--- config.mk ---
export PLATFORM = sky130hd
export DESIGN_NAME = rv_core
export DESIGN_NICKNAME = d
export VERILOG_FILES = /design/src/rv_pkg.sv /design/src/regs.sv /design/src/fetch.sv /design/src/decoder.sv /design/src/execute.sv /design/src/memory.sv /design/src/writeback.sv /design/src/rv_core.sv
export VERILOG_INCLUDE_DIRS = /design/src
export SDC_FILE = /design/constraint.sdc
export NUM_CORES = 2
export LEC_CHECK = 0
export BUFFER_PORTS_ARGS = -buffer_cell sky130_fd_sc_hd__buf_2
export CAP_MARGIN = 15
export CORE_MARGIN = 10
export CORE_UTILIZATION = 25
export DETAILED_ROUTE_END_ITERATION = 10
export HOLD_SLACK_MARGIN = 0.15
export PLACE_DENSITY = 0.53
export SLEW_MARGIN = 20
export SYNTH_ARGS = -nofsm -noshare
export SYNTH_HDL_FRONTEND = slang
export SYNTH_SLANG_ARGS = --single-unit
export TNS_END_PERCENT = 1
--- constraint.sdc ---
create_clock -name clk -period 63.1 [get_ports clk]
set_input_delay 9.465 -clock clk [delete_from_list [all_inputs] [get_ports clk]]
set_output_delay 9.465 -clock clk [all_outputs]
set_load 0.01 [all_outputs]
--- src/rv_defs.svh ---
`ifndef RV_DEFS_SVH
`define RV_DEFS_SVH

// First fetch address
`define RV_RESET_PC 32'h0000_0000

// Architectural registers, x0 included
`define RV_NUM_REGS 32

// addi x0, x0, 0
`define RV_NOP 32'h0000_0013

`endif

--- src/rv_pkg.sv ---
package rv_pkg;

    typedef logic [31:0] word_t;
    typedef logic [4:0] reg_addr_t;

    typedef enum logic [3:0] {
        ALU_ADD, ALU_SUB, ALU_AND, ALU_OR, ALU_XOR, ALU_SLT,
        ALU_SLTU, ALU_SLL, ALU_SRL, ALU_SRA, ALU_PASS_B
    } alu_op_t;

    typedef enum logic [1:0] {
        MEM_NONE, MEM_LOAD, MEM_STORE
    } mem_op_t;

    typedef enum logic [2:0] {
        BR_NONE, BR_BEQ, BR_BNE, BR_BLT, BR_BGE, BR_JAL, BR_JALR
    } br_op_t;

    // One register write that has not reached the register file yet
    typedef struct packed {
        logic      we;
        reg_addr_t rd;
        word_t     data;
    } fwd_t;

    typedef struct packed {
        logic  valid;
        word_t pc;
        word_t inst;
    } if_id_t;

    typedef struct packed {
        logic      valid;
        word_t     pc;
        word_t     inst;
        reg_addr_t rs1;
        reg_addr_t rs2;
        word_t     rs1_val;
        word_t     rs2_val;
        word_t     imm;
        alu_op_t   alu_op;
        mem_op_t   mem_op;
        br_op_t    br_op;
        logic      use_imm;
        logic      use_pc;
        logic      we;
        reg_addr_t rd;
    } id_ex_t;

    typedef struct packed {
        logic      valid;
        word_t     pc;
        word_t     inst;
        word_t     result;
        word_t     store_data;
        mem_op_t   mem_op;
        logic      we;
        reg_addr_t rd;
    } ex_mem_t;

    typedef struct packed {
        logic      valid;
        word_t     pc;
        word_t     inst;
        word_t     result;
        logic      we;
        reg_addr_t rd;
    } mem_wb_t;

    // Replace a register value when a pending write targets it
    function automatic word_t fwd_select(reg_addr_t idx, word_t value, fwd_t fwd);
        return (fwd.we && fwd.rd == idx && idx != '0) ? fwd.data : value;
    endfunction

endpackage

--- src/regs.sv ---
`timescale 1ns/10ps

module regs import rv_pkg::*; #(
    parameter int NUM_REGS = 32
) (
    input  logic      clk,
    input  logic      rst,
    input  logic      we,
    input  reg_addr_t waddr,
    input  word_t     wdata,
    input  reg_addr_t raddr1,
    input  reg_addr_t raddr2,
    output word_t     rdata1,
    output word_t     rdata2,
    output word_t     regs_value [NUM_REGS]
);

    // No storage behind x0
    word_t [NUM_REGS-1:1] mem;

    always_ff @(posedge clk or posedge rst) begin
        if (rst) begin
            mem <= '0;
        end else if (we && waddr != '0) begin
            mem[waddr] <= wdata;
        end
    end

    assign rdata1 = (raddr1 == '0) ? '0 : mem[raddr1];
    assign rdata2 = (raddr2 == '0) ? '0 : mem[raddr2];

    always_comb begin
        regs_value[0] = '0;
        for (int i = 1; i < NUM_REGS; i++) begin
            regs_value[i] = mem[i];
        end
    end

    a_x0_write_ignored: assert property (
        @(posedge clk) disable iff (rst) (we && waddr == '0) |=> $stable(mem));

endmodule

--- src/fetch.sv ---
`timescale 1ns/10ps
`include "rv_defs.svh"

module fetch import rv_pkg::*; (
    input  logic   clk,
    input  logic   rst,
    input  logic   advance,
    input  logic   jump,
    input  word_t  jump_target,
    output logic   ireq_valid,
    output word_t  ireq_addr,
    input  logic   iresp_valid,
    input  word_t  iresp_data,
    output if_id_t if_id_next,
    output logic   ok
);

    word_t pc;
    word_t held_word;
    logic  boot;
    logic  want;
    logic  pending;
    logic  held;
    logic  discard;
    logic  arrive;

    // Wrong-path responses are dropped
    assign arrive = iresp_valid && !discard;

    // One request in flight, so a new one waits out any discarded response
    assign ireq_valid = want && !pending;
    assign ireq_addr = pc;

    // A redirect does not need the current word
    assign ok = held || arrive || jump;

    always_comb begin
        if_id_next.valid = held || arrive;
        if_id_next.pc = pc;
        if_id_next.inst = held ? held_word : iresp_data;
    end

    always_ff @(posedge clk or posedge rst) begin
        if (rst) begin
            pc <= `RV_RESET_PC;
            boot <= 1'b1;
            want <= 1'b0;
            pending <= 1'b0;
            held <= 1'b0;
            discard <= 1'b0;
        end else begin
            boot <= 1'b0;
            if (boot || advance) begin
                want <= 1'b1;
            end else if (ireq_valid) begin
                want <= 1'b0;
            end
            if (ireq_valid) begin
                pending <= 1'b1;
            end else if (iresp_valid) begin
                pending <= 1'b0;
            end
            if (advance) begin
                pc <= jump ? jump_target : pc + 32'd4;
                held <= 1'b0;
                discard <= (pending && !iresp_valid) || ireq_valid;
            end else begin
                if (arrive) begin
                    held <= 1'b1;
                end
                if (iresp_valid) begin
                    discard <= 1'b0;
                end
            end
        end
    end

    always_ff @(posedge clk) begin
        if (arrive) begin
            held_word <= iresp_data;
        end
    end

    a_resp_has_req: assert property (
        @(posedge clk) disable iff (rst) iresp_valid |-> pending);

endmodule

--- src/decoder.sv ---
`timescale 1ns/10ps

module decoder import rv_pkg::*; (
    input  if_id_t    if_id,
    input  word_t     rdata1,
    input  word_t     rdata2,
    input  fwd_t      wb_fwd,
    output reg_addr_t raddr1,
    output reg_addr_t raddr2,
    output id_ex_t    id_ex_next
);

    localparam logic [6:0] OPC_LUI    = 7'b0110111;
    localparam logic [6:0] OPC_AUIPC  = 7'b0010111;
    localparam logic [6:0] OPC_JAL    = 7'b1101111;
    localparam logic [6:0] OPC_JALR   = 7'b1100111;
    localparam logic [6:0] OPC_BRANCH = 7'b1100011;
    localparam logic [6:0] OPC_LOAD   = 7'b0000011;
    localparam logic [6:0] OPC_STORE  = 7'b0100011;
    localparam logic [6:0] OPC_OPIMM  = 7'b0010011;
    localparam logic [6:0] OPC_OP     = 7'b0110011;

    word_t      inst;
    logic [6:0] opcode;
    logic [2:0] funct3;
    word_t      imm_i;
    word_t      imm_s;
    word_t      imm_b;
    word_t      imm_u;
    word_t      imm_j;
    alu_op_t    arith_op;

    assign inst = if_id.inst;
    assign opcode = inst[6:0];
    assign funct3 = inst[14:12];
    assign raddr1 = inst[19:15];
    assign raddr2 = inst[24:20];

    assign imm_i = {{20{inst[31]}}, inst[31:20]};
    assign imm_s = {{20{inst[31]}}, inst[31:25], inst[11:7]};
    assign imm_b = {{19{inst[31]}}, inst[31], inst[7], inst[30:25], inst[11:8], 1'b0};
    assign imm_u = {inst[31:12], 12'b0};
    assign imm_j = {{11{inst[31]}}, inst[31], inst[19:12], inst[20], inst[30:21], 1'b0};

    // Common to OP and OP-IMM; sub exists only in OP
    always_comb begin
        case (funct3)
            3'b000: arith_op = (opcode == OPC_OP && inst[30]) ? ALU_SUB : ALU_ADD;
            3'b001: arith_op = ALU_SLL;
            3'b010: arith_op = ALU_SLT;
            3'b011: arith_op = ALU_SLTU;
            3'b100: arith_op = ALU_XOR;
            3'b110: arith_op = ALU_OR;
            3'b111: arith_op = ALU_AND;
            default: arith_op = inst[30] ? ALU_SRA : ALU_SRL;
        endcase
    end

    always_comb begin
        id_ex_next = '0;
        id_ex_next.valid = if_id.valid;
        id_ex_next.pc = if_id.pc;
        id_ex_next.inst = inst;
        id_ex_next.rs1 = raddr1;
        id_ex_next.rs2 = raddr2;
        // Same-cycle writeback would otherwise be missed by the read
        id_ex_next.rs1_val = fwd_select(raddr1, rdata1, wb_fwd);
        id_ex_next.rs2_val = fwd_select(raddr2, rdata2, wb_fwd);
        id_ex_next.rd = inst[11:7];
        id_ex_next.alu_op = ALU_ADD;
        id_ex_next.mem_op = MEM_NONE;
        id_ex_next.br_op = BR_NONE;
        case (opcode)
            OPC_LUI, OPC_AUIPC: begin
                id_ex_next.alu_op = (opcode == OPC_LUI) ? ALU_PASS_B : ALU_ADD;
                id_ex_next.use_pc = (opcode == OPC_AUIPC);
                id_ex_next.use_imm = 1'b1;
                id_ex_next.imm = imm_u;
                id_ex_next.we = 1'b1;
            end
            OPC_JAL: begin
                id_ex_next.br_op = BR_JAL;
                id_ex_next.imm = imm_j;
                id_ex_next.we = 1'b1;
            end
            OPC_JALR: begin
                id_ex_next.br_op = BR_JALR;
                id_ex_next.imm = imm_i;
                id_ex_next.we = 1'b1;
            end
            OPC_BRANCH: begin
                id_ex_next.imm = imm_b;
                case (funct3)
                    3'b000: id_ex_next.br_op = BR_BEQ;
                    3'b001: id_ex_next.br_op = BR_BNE;
                    3'b100: id_ex_next.br_op = BR_BLT;
                    3'b101: id_ex_next.br_op = BR_BGE;
                    default: id_ex_next.br_op = BR_NONE;
                endcase
            end
            OPC_LOAD: begin
                // Word access only
                if (funct3 == 3'b010) begin
                    id_ex_next.mem_op = MEM_LOAD;
                    id_ex_next.use_imm = 1'b1;
                    id_ex_next.imm = imm_i;
                    id_ex_next.we = 1'b1;
                end
            end
            OPC_STORE: begin
                if (funct3 == 3'b010) begin
                    id_ex_next.mem_op = MEM_STORE;
                    id_ex_next.use_imm = 1'b1;
                    id_ex_next.imm = imm_s;
                end
            end
            OPC_OPIMM, OPC_OP: begin
                id_ex_next.alu_op = arith_op;
                id_ex_next.use_imm = (opcode == OPC_OPIMM);
                id_ex_next.imm = imm_i;
                id_ex_next.we = 1'b1;
            end
            default: begin
                id_ex_next.we = 1'b0;
            end
        endcase
    end

endmodule

--- src/execute.sv ---
`timescale 1ns/10ps

module execute import rv_pkg::*; (
    input  id_ex_t  id_ex,
    input  fwd_t    mem_fwd,
    input  fwd_t    wb_fwd,
    output ex_mem_t ex_mem_next,
    output logic    jump,
    output word_t   jump_target
);

    word_t op1;
    word_t op2;
    word_t a;
    word_t b;
    word_t alu_out;
    logic  taken;
    logic  is_jump;

    // Younger result wins
    assign op1 = fwd_select(id_ex.rs1, fwd_select(id_ex.rs1, id_ex.rs1_val, wb_fwd), mem_fwd);
    assign op2 = fwd_select(id_ex.rs2, fwd_select(id_ex.rs2, id_ex.rs2_val, wb_fwd), mem_fwd);

    assign a = id_ex.use_pc ? id_ex.pc : op1;
    assign b = id_ex.use_imm ? id_ex.imm : op2;

    always_comb begin
        case (id_ex.alu_op)
            ALU_SUB:    alu_out = a - b;
            ALU_AND:    alu_out = a & b;
            ALU_OR:     alu_out = a | b;
            ALU_XOR:    alu_out = a ^ b;
            ALU_SLT:    alu_out = {31'b0, $signed(a) < $signed(b)};
            ALU_SLTU:   alu_out = {31'b0, a < b};
            ALU_SLL:    alu_out = a << b[4:0];
            ALU_SRL:    alu_out = a >> b[4:0];
            ALU_SRA:    alu_out = $signed(a) >>> b[4:0];
            ALU_PASS_B: alu_out = b;
            default:    alu_out = a + b;
        endcase
    end

    assign is_jump = (id_ex.br_op == BR_JAL) || (id_ex.br_op == BR_JALR);

    always_comb begin
        case (id_ex.br_op)
            BR_BEQ:  taken = (op1 == op2);
            BR_BNE:  taken = (op1 != op2);
            BR_BLT:  taken = $signed(op1) < $signed(op2);
            BR_BGE:  taken = $signed(op1) >= $signed(op2);
            BR_JAL:  taken = 1'b1;
            BR_JALR: taken = 1'b1;
            default: taken = 1'b0;
        endcase
    end

    assign jump = id_ex.valid && taken;
    assign jump_target = (id_ex.br_op == BR_JALR) ? ((op1 + id_ex.imm) & ~32'd1)
                                                  : (id_ex.pc + id_ex.imm);

    always_comb begin
        ex_mem_next.valid = id_ex.valid;
        ex_mem_next.pc = id_ex.pc;
        ex_mem_next.inst = id_ex.inst;
        // Link address for jumps
        ex_mem_next.result = is_jump ? id_ex.pc + 32'd4 : alu_out;
        ex_mem_next.store_data = op2;
        ex_mem_next.mem_op = id_ex.mem_op;
        ex_mem_next.we = id_ex.we;
        ex_mem_next.rd = id_ex.rd;
    end

endmodule

--- src/memory.sv ---
`timescale 1ns/10ps

module memory import rv_pkg::*; (
    input  logic    clk,
    input  logic    rst,
    input  logic    advance,
    input  ex_mem_t ex_mem,
    output logic    dreq_valid,
    output logic    dreq_write,
    output word_t   dreq_addr,
    output word_t   dreq_wdata,
    input  logic    dresp_valid,
    input  word_t   dresp_rdata,
    output mem_wb_t mem_wb_next,
    output fwd_t    mem_fwd,
    output logic    ok
);

    logic  active;
    logic  issued;
    logic  done;
    logic  is_load;
    word_t rdata_q;
    word_t load_data;

    assign active = ex_mem.valid && ex_mem.mem_op != MEM_NONE;
    assign is_load = ex_mem.mem_op == MEM_LOAD;

    assign dreq_valid = active && !issued;
    assign dreq_write = ex_mem.mem_op == MEM_STORE;
    assign dreq_addr = ex_mem.result;
    assign dreq_wdata = ex_mem.store_data;

    assign ok = !active || done || dresp_valid;

    // Response data is usable in its own cycle
    assign load_data = dresp_valid ? dresp_rdata : rdata_q;

    always_comb begin
        mem_wb_next.valid = ex_mem.valid;
        mem_wb_next.pc = ex_mem.pc;
        mem_wb_next.inst = ex_mem.inst;
        mem_wb_next.result = is_load ? load_data : ex_mem.result;
        mem_wb_next.we = ex_mem.we;
        mem_wb_next.rd = ex_mem.rd;
    end

    // A load forwards nothing until its data is here
    assign mem_fwd.we = ex_mem.valid && ex_mem.we && (!is_load || done || dresp_valid);
    assign mem_fwd.rd = ex_mem.rd;
    assign mem_fwd.data = mem_wb_next.result;

    always_ff @(posedge clk or posedge rst) begin
        if (rst) begin
            issued <= 1'b0;
            done <= 1'b0;
        end else if (advance) begin
            issued <= 1'b0;
            done <= 1'b0;
        end else begin
            if (dreq_valid) begin
                issued <= 1'b1;
            end
            if (dresp_valid) begin
                done <= 1'b1;
            end
        end
    end

    always_ff @(posedge clk) begin
        if (dresp_valid) begin
            rdata_q <= dresp_rdata;
        end
    end

    a_dreq_strobe: assert property (
        @(posedge clk) disable iff (rst) dreq_valid |=> !dreq_valid);

endmodule

--- src/writeback.sv ---
`timescale 1ns/10ps

module writeback import rv_pkg::*; (
    input  mem_wb_t   mem_wb,
    input  logic      advance,
    output logic      rf_we,
    output reg_addr_t rf_waddr,
    output word_t     rf_wdata,
    output fwd_t      wb_fwd,
    output logic      retire_valid,
    output word_t     retire_pc,
    output word_t     retire_inst
);

    logic writes;

    assign writes = mem_wb.valid && mem_wb.we && mem_wb.rd != '0;

    // Commit only on the edge that moves the pipeline
    assign rf_we = writes && advance;
    assign rf_waddr = mem_wb.rd;
    assign rf_wdata = mem_wb.result;

    assign wb_fwd.we = writes;
    assign wb_fwd.rd = mem_wb.rd;
    assign wb_fwd.data = mem_wb.result;

    assign retire_valid = mem_wb.valid && advance;
    assign retire_pc = mem_wb.pc;
    assign retire_inst = mem_wb.inst;

endmodule

--- src/rv_core.sv ---
`timescale 1ns/10ps
`include "rv_defs.svh"

module rv_core import rv_pkg::*; (
    input  logic      clk,
    input  logic      rst,
    output logic      ireq_valid,
    output word_t     ireq_addr,
    input  logic      iresp_valid,
    input  word_t     iresp_data,
    output logic      dreq_valid,
    output logic      dreq_write,
    output word_t     dreq_addr,
    output word_t     dreq_wdata,
    input  logic      dresp_valid,
    input  word_t     dresp_rdata,
    output logic      retire_valid,
    output word_t     retire_pc,
    output word_t     retire_inst,
    output logic      rf_we,
    output reg_addr_t rf_waddr,
    output word_t     rf_wdata,
    output word_t     regs_value [`RV_NUM_REGS]
);

    if_id_t    if_id;
    if_id_t    if_id_next;
    id_ex_t    id_ex;
    id_ex_t    id_ex_next;
    ex_mem_t   ex_mem;
    ex_mem_t   ex_mem_next;
    mem_wb_t   mem_wb;
    mem_wb_t   mem_wb_next;
    logic      fetch_ok;
    logic      memory_ok;
    logic      advance;
    logic      jump;
    word_t     jump_target;
    fwd_t      mem_fwd;
    fwd_t      wb_fwd;
    reg_addr_t raddr1;
    reg_addr_t raddr2;
    word_t     rdata1;
    word_t     rdata2;

    function automatic if_id_t if_id_bubble();
        if_id_t r;
        r = '0;
        r.inst = `RV_NOP;
        return r;
    endfunction

    function automatic id_ex_t id_ex_bubble();
        id_ex_t r;
        r = '0;
        r.inst = `RV_NOP;
        return r;
    endfunction

    function automatic ex_mem_t ex_mem_bubble();
        ex_mem_t r;
        r = '0;
        r.inst = `RV_NOP;
        return r;
    endfunction

    function automatic mem_wb_t mem_wb_bubble();
        mem_wb_t r;
        r = '0;
        r.inst = `RV_NOP;
        return r;
    endfunction

    // Decode and execute never stall
    assign advance = fetch_ok && memory_ok;

    regs #(.NUM_REGS(`RV_NUM_REGS)) u_regs (
        .clk(clk), .rst(rst),
        .we(rf_we), .waddr(rf_waddr), .wdata(rf_wdata),
        .raddr1(raddr1), .raddr2(raddr2),
        .rdata1(rdata1), .rdata2(rdata2),
        .regs_value(regs_value)
    );

    fetch u_fetch (
        .clk(clk), .rst(rst), .advance(advance),
        .jump(jump), .jump_target(jump_target),
        .ireq_valid(ireq_valid), .ireq_addr(ireq_addr),
        .iresp_valid(iresp_valid), .iresp_data(iresp_data),
        .if_id_next(if_id_next), .ok(fetch_ok)
    );

    decoder u_decoder (
        .if_id(if_id), .rdata1(rdata1), .rdata2(rdata2), .wb_fwd(wb_fwd),
        .raddr1(raddr1), .raddr2(raddr2), .id_ex_next(id_ex_next)
    );

    execute u_execute (
        .id_ex(id_ex), .mem_fwd(mem_fwd), .wb_fwd(wb_fwd),
        .ex_mem_next(ex_mem_next), .jump(jump), .jump_target(jump_target)
    );

    memory u_memory (
        .clk(clk), .rst(rst), .advance(advance), .ex_mem(ex_mem),
        .dreq_valid(dreq_valid), .dreq_write(dreq_write),
        .dreq_addr(dreq_addr), .dreq_wdata(dreq_wdata),
        .dresp_valid(dresp_valid), .dresp_rdata(dresp_rdata),
        .mem_wb_next(mem_wb_next), .mem_fwd(mem_fwd), .ok(memory_ok)
    );

    writeback u_writeback (
        .mem_wb(mem_wb), .advance(advance),
        .rf_we(rf_we), .rf_waddr(rf_waddr), .rf_wdata(rf_wdata),
        .wb_fwd(wb_fwd), .retire_valid(retire_valid),
        .retire_pc(retire_pc), .retire_inst(retire_inst)
    );

    always_ff @(posedge clk or posedge rst) begin
        if (rst) begin
            if_id <= if_id_bubble();
            id_ex <= id_ex_bubble();
            ex_mem <= ex_mem_bubble();
            mem_wb <= mem_wb_bubble();
        end else if (advance) begin
            // Taken redirect squashes the two younger stages
            if_id <= jump ? if_id_bubble() : if_id_next;
            id_ex <= jump ? id_ex_bubble() : id_ex_next;
            ex_mem <= ex_mem_next;
            mem_wb <= mem_wb_next;
        end
    end

endmodule

==> summary.md <==
Counting flops and latches in the post-synthesis netlist gives 1,563. Clock tree synthesis inserted a total of 191 buffers. The number of flops mapped to enable cells by yosys was 32. Summed over all nets, the half-perimeter wirelength after detailed placement is 398.6 mm. Clock-pin slew was measured on the worst setup and hold paths at 60 ps.

The worst register-to-register path begins at ex_mem[7]. The share of the clock period used by the worst path works out to 40.42%. The worst pin sits at a relative slew slack of 10.59%.

The data arrival time of the critical path was 16,040 ps; the stage delay of the slowest cell on the critical path was 880 ps. The average instance in the mapped netlist occupies 11.05 µm². The clock tree synthesis step divided the H-tree into 4 levels. The fraction of registers with async set or reset after synthesis was 95.91%. For this design, the sink count on the clock tree is 1,563. On the final layout, the worst clock skew is 118.8 ps. The tree is rooted in a sky130_fd_sc_hd__clkbuf_16. The areal power density over the cells was 49.39 nW/µm²; the slew of the pin with the lowest slew margin was 1304 ps. Registers are responsible for 27.4% of the overall power.

The path category of the worst min-delay check is reg -> reg. The signal on the critical path passes through buf_2 -> nor4b_2 -> nor4_2 -> nand3_1 -> nor2_1 -> a21oi_1 -> ha_1 -> nand4_1 -> nor3_1 -> o21ai_0 -> a21oi_1 -> a2bb2oi_1 -> nor2_1 -> o221ai_4 -> buf_4 -> a21oi_4 -> nand2_1 -> inv_1 -> buf_2. The tools report the clock network fraction of design power as 21.0%. The worst path meets setup with 37,600 ps of slack.

The maximum clock frequency was 39.21 MHz. Global-route usage over all layers: 25.09%. VDD sags by at most 0.03338 mV.

Hold path startpoint: ex_mem[91]. The tools report the synthesized instance count as 8,367. At the end of routability-driven placement, the weighted congestion stood at 0.9750.

The area inside the core boundary is 368,600 µm², and the detailed-routing iteration count for the pre-antenna-repair pass is 6. In this run the static leakage power is 0.05122 µW. The share of total power consumed by net switching was 49.26%; the number of DRC violations after detailed routing was 0. The run gives 9,474 as the final layout net count. The count of pins over their slew limit was 0; the die width was 628.2 µm. Once placement finished, the instance area stood at 103,400 µm².

The count of buffers from port buffering is 1,261, and the total setup violations reported at the end of the flow is 0. The endpoint kind of the worst setup timing path was a primary output. After detailed placement, the design holds a cell count of 13,970. After global routing the overflow that remains totals 0.

The slack of the worst reg-to-reg path came out at 53,690 ps. The number of antenna violations at the first check in global routing was 53; the via count of the first global-routing pass was 75,500. The sort of element at the start of the critical path is an input pin. The die covers 394,600 µm².

The total negative slack was 0 ps. The tools report the internal power as 2755 µW. The clock latency on the worst-skew pair is 930 ps, and the vertical extent of the die is 628.2 µm. The Yosys step of the flow raised 0 warnings. Before CTS, the worst setup slack after placement is 37,620 ps. After detailed routing, the number of vias per cell comes to 5.537.

In this run, post-CTS hold repair placed 0 buffers. The first global-routing pass estimated 699.3 mm of wire. For this configuration, the core starts out at a cell density of 25.09%. In the final routed layout, each cell accounts on average for 36.29 µm.

The number of hold violations in the final report is 0. The category of the critical setup timing path was in -> out. The slowest stage of the critical path is the sky130_fd_sc_hd__nand3_1 cell.

The synthesized netlist contains 110 unique library cells. Summed over all instances, the cell type with the most area after synthesis is sky130_fd_sc_hd__dfrtp_1. The tools report the number of core rows as 223. The tools report the post-cts resize count as 0.

The tools report the net switching power figure as 2674 µW. Setup repair after global routing left no endpoint under its margin. TritonCTS built the clock tree. Area added between synthesis and finish: 18.84%.

The post-CTS setup-driven buffer insertion count was 0; the initial DRC count was 10,370. The dominant synthesized flop cell is sky130_fd_sc_hd__dfrtp_1. The tools report the combinational cell fraction of total power as 51.6%.

Summed over its instances, the top area cell type makes up 40.21% of the synthesized netlist area. Hold path endpoint: mem_wb[57]. Sorting the synthesized cells by area gives the leading types as sky130_fd_sc_hd__dfrtp_1 (40%), sky130_fd_sc_hd__mux4_2 (14%), sky130_fd_sc_hd__mux2_2 (9.7%).

The count of antenna-violating nets left after detailed routing came out at 0. The sequential element share of the synthesized area is 42.31%, and the number of vias after detailed routing is 79,480. In this run the cell area of the synthesized design comes to 92,480 µm².

The clock passes through at most 4 buffers. In this run the worst path has a maximum fanout of 44. For this design the top-level I/O count stands at 1,294. Summed over all layers, the routed wires come to 520.9 mm. Max-cap violations in this run came to 0. The run finished with clean final reports. Overall power consumption after layout is estimated at 5428 µW. The clock period could shrink to 25,500 ps. Entering global routing, the biggest net connects 159 pins. The worst register-to-register path ends at u_regs.regs_value[297]. Counting cells, the worst reg-to-reg path comes to 18. In the final layout, the share of cells above drive strength 1 is 36.18%. Summing all non-filler instances in the final layout gives an area of 109,900 µm². Along the worst hold path, the cell count comes to 2.

The logs give 14,350 for the count of non-filler cells in the finished layout and 53,630 ps for the required time at the worst-slack endpoint.
power by group through the flow:
| stage | clock network, µW | logic (µW) | registers, µW |
|---|---|---|---|
| floorplan | 0 | 1740 | 1350 |
| global placement | 0 | 2760 | 1490 |
| detailed placement | 0 | 2760 | 1500 |
| CTS | 1160 | 2770 | 1480 |
| global route | 1200 | 2950 | 1500 |
| finish | 1140 | 2800 | 1490 |
how the worst max path moves through the flow:
| stage | end | from | slack (ps) | cells after the start |
|---|---|---|---|---|
| 2_1_floorplan | ex_mem[100] | rst | 11370 | 1 |
| 3_3_place_gp | retire_valid | dresp_valid | 37650 | 19 |
| 3_5_place_dp | retire_valid | dresp_valid | 37620 | 19 |
| 4_1_cts | retire_valid | dresp_valid | 37600 | 19 |
| 5_1_grt | retire_valid | dresp_valid | 37420 | 19 |
| 6_report | retire_valid | dresp_valid | 37600 | 19 |
cell usage after synthesis, drive strengths merged (17+ instances only):
cell type,n
dfrtp,1486
nand2,1055
mux2,797
clkbuf,587
mux4,582
o21ai,572
a21oi,465
nor2,412
buf,331
mux2i,270
ha,192
inv,186
a22o,175
o22ai,99
nand3,92
nor3,79
xnor2,69
xor2,63
a211oi,62
a21o,57
o31ai,56
a221oi,50
nand4,40
a31oi,39
dfxtp,32
edfxtp,32
o221ai,31
nand2b,30
nor2b,29
o211ai,28
a22oi,27
and3,27
o21bai,25
a221o,24
o21a,19
and2,17
state kept, by name (all words and copies together), names as in the netlist, 32 cells and up:
name,cells
id_ex,173
mem_wb,98
u_regs.regs_value,992
u_fetch.held_word,32
if_id,65
u_fetch.ireq_addr,32
u_memory.rdata_q,32
ex_mem,132
kinds of logic after synthesis:
family	synth area share, %
AOI/OAI and AO/OA	13.05
and+or+nand+nor	8.440
muxes	26.82
DFF	42.31
buffers and inverters	5.438
adders and majority gates	2.684
xor gates and xnor gates	1.250
other	0.004055
layout by cell type, fill, tap and decap left out, drive strengths merged, types with 194 or more instances in the layout:
| cell type | netlist | layout |
|---|---|---|
| a21oi | 465 | 465 |
| buf | 331 | 1536 |
| clkbuf | 587 | 284 |
| dfrtp | 1486 | 1486 |
| inv | 186 | 194 |
| mux2 | 797 | 797 |
| mux2i | 270 | 270 |
| mux4 | 582 | 582 |
| nand2 | 1055 | 1055 |
| nor2 | 412 | 412 |
| o21ai | 572 | 572 |
routing by layer:
layer,share of wire [%],up-vias,track usage [%],routed length [µm]
met3,8.6,978,5.801,44750
met2,45,4630,39.42,236300
met4,7.5,2,15.01,38950
li1,-,32450,-,-
met5,0.0025,-,0,13
met1,39,41420,31.43,200900
area by class of cell:
type / count / area (µm²)
inverter: 188 / 715.7
timing repair buffer: 1536 / 8508
antenna: 44 / 110.1
fill: 38400 / 258700
clock buffer: 284 / 5623
sequential: 1563 / 39180
multi-input combinational: 5730 / 48850
clock inverter: 59 / 719.4
tap: 4950 / 6193
stage by stage:
stage,util [%],hold slack [ps]
after floorplan,-,419.0
after global placement,28.03,435.1
after detailed placement,28.06,435.3
after CTS,29.78,447.8
after global routing,29.80,463.8
final,29.82,451.5
worst max-delay path, delay by kind of cell:
| kind | cells | cell delay [ps] |
|---|---|---|
| AOI/OAI and AO/OA | 6 | 1640 |
| adders and majority gates | 1 | 390 |
| buffers and inverters | 4 | 1350 |
| and+or+nand+nor | 8 | 3150 |
(Power assumes the default switching activity.)
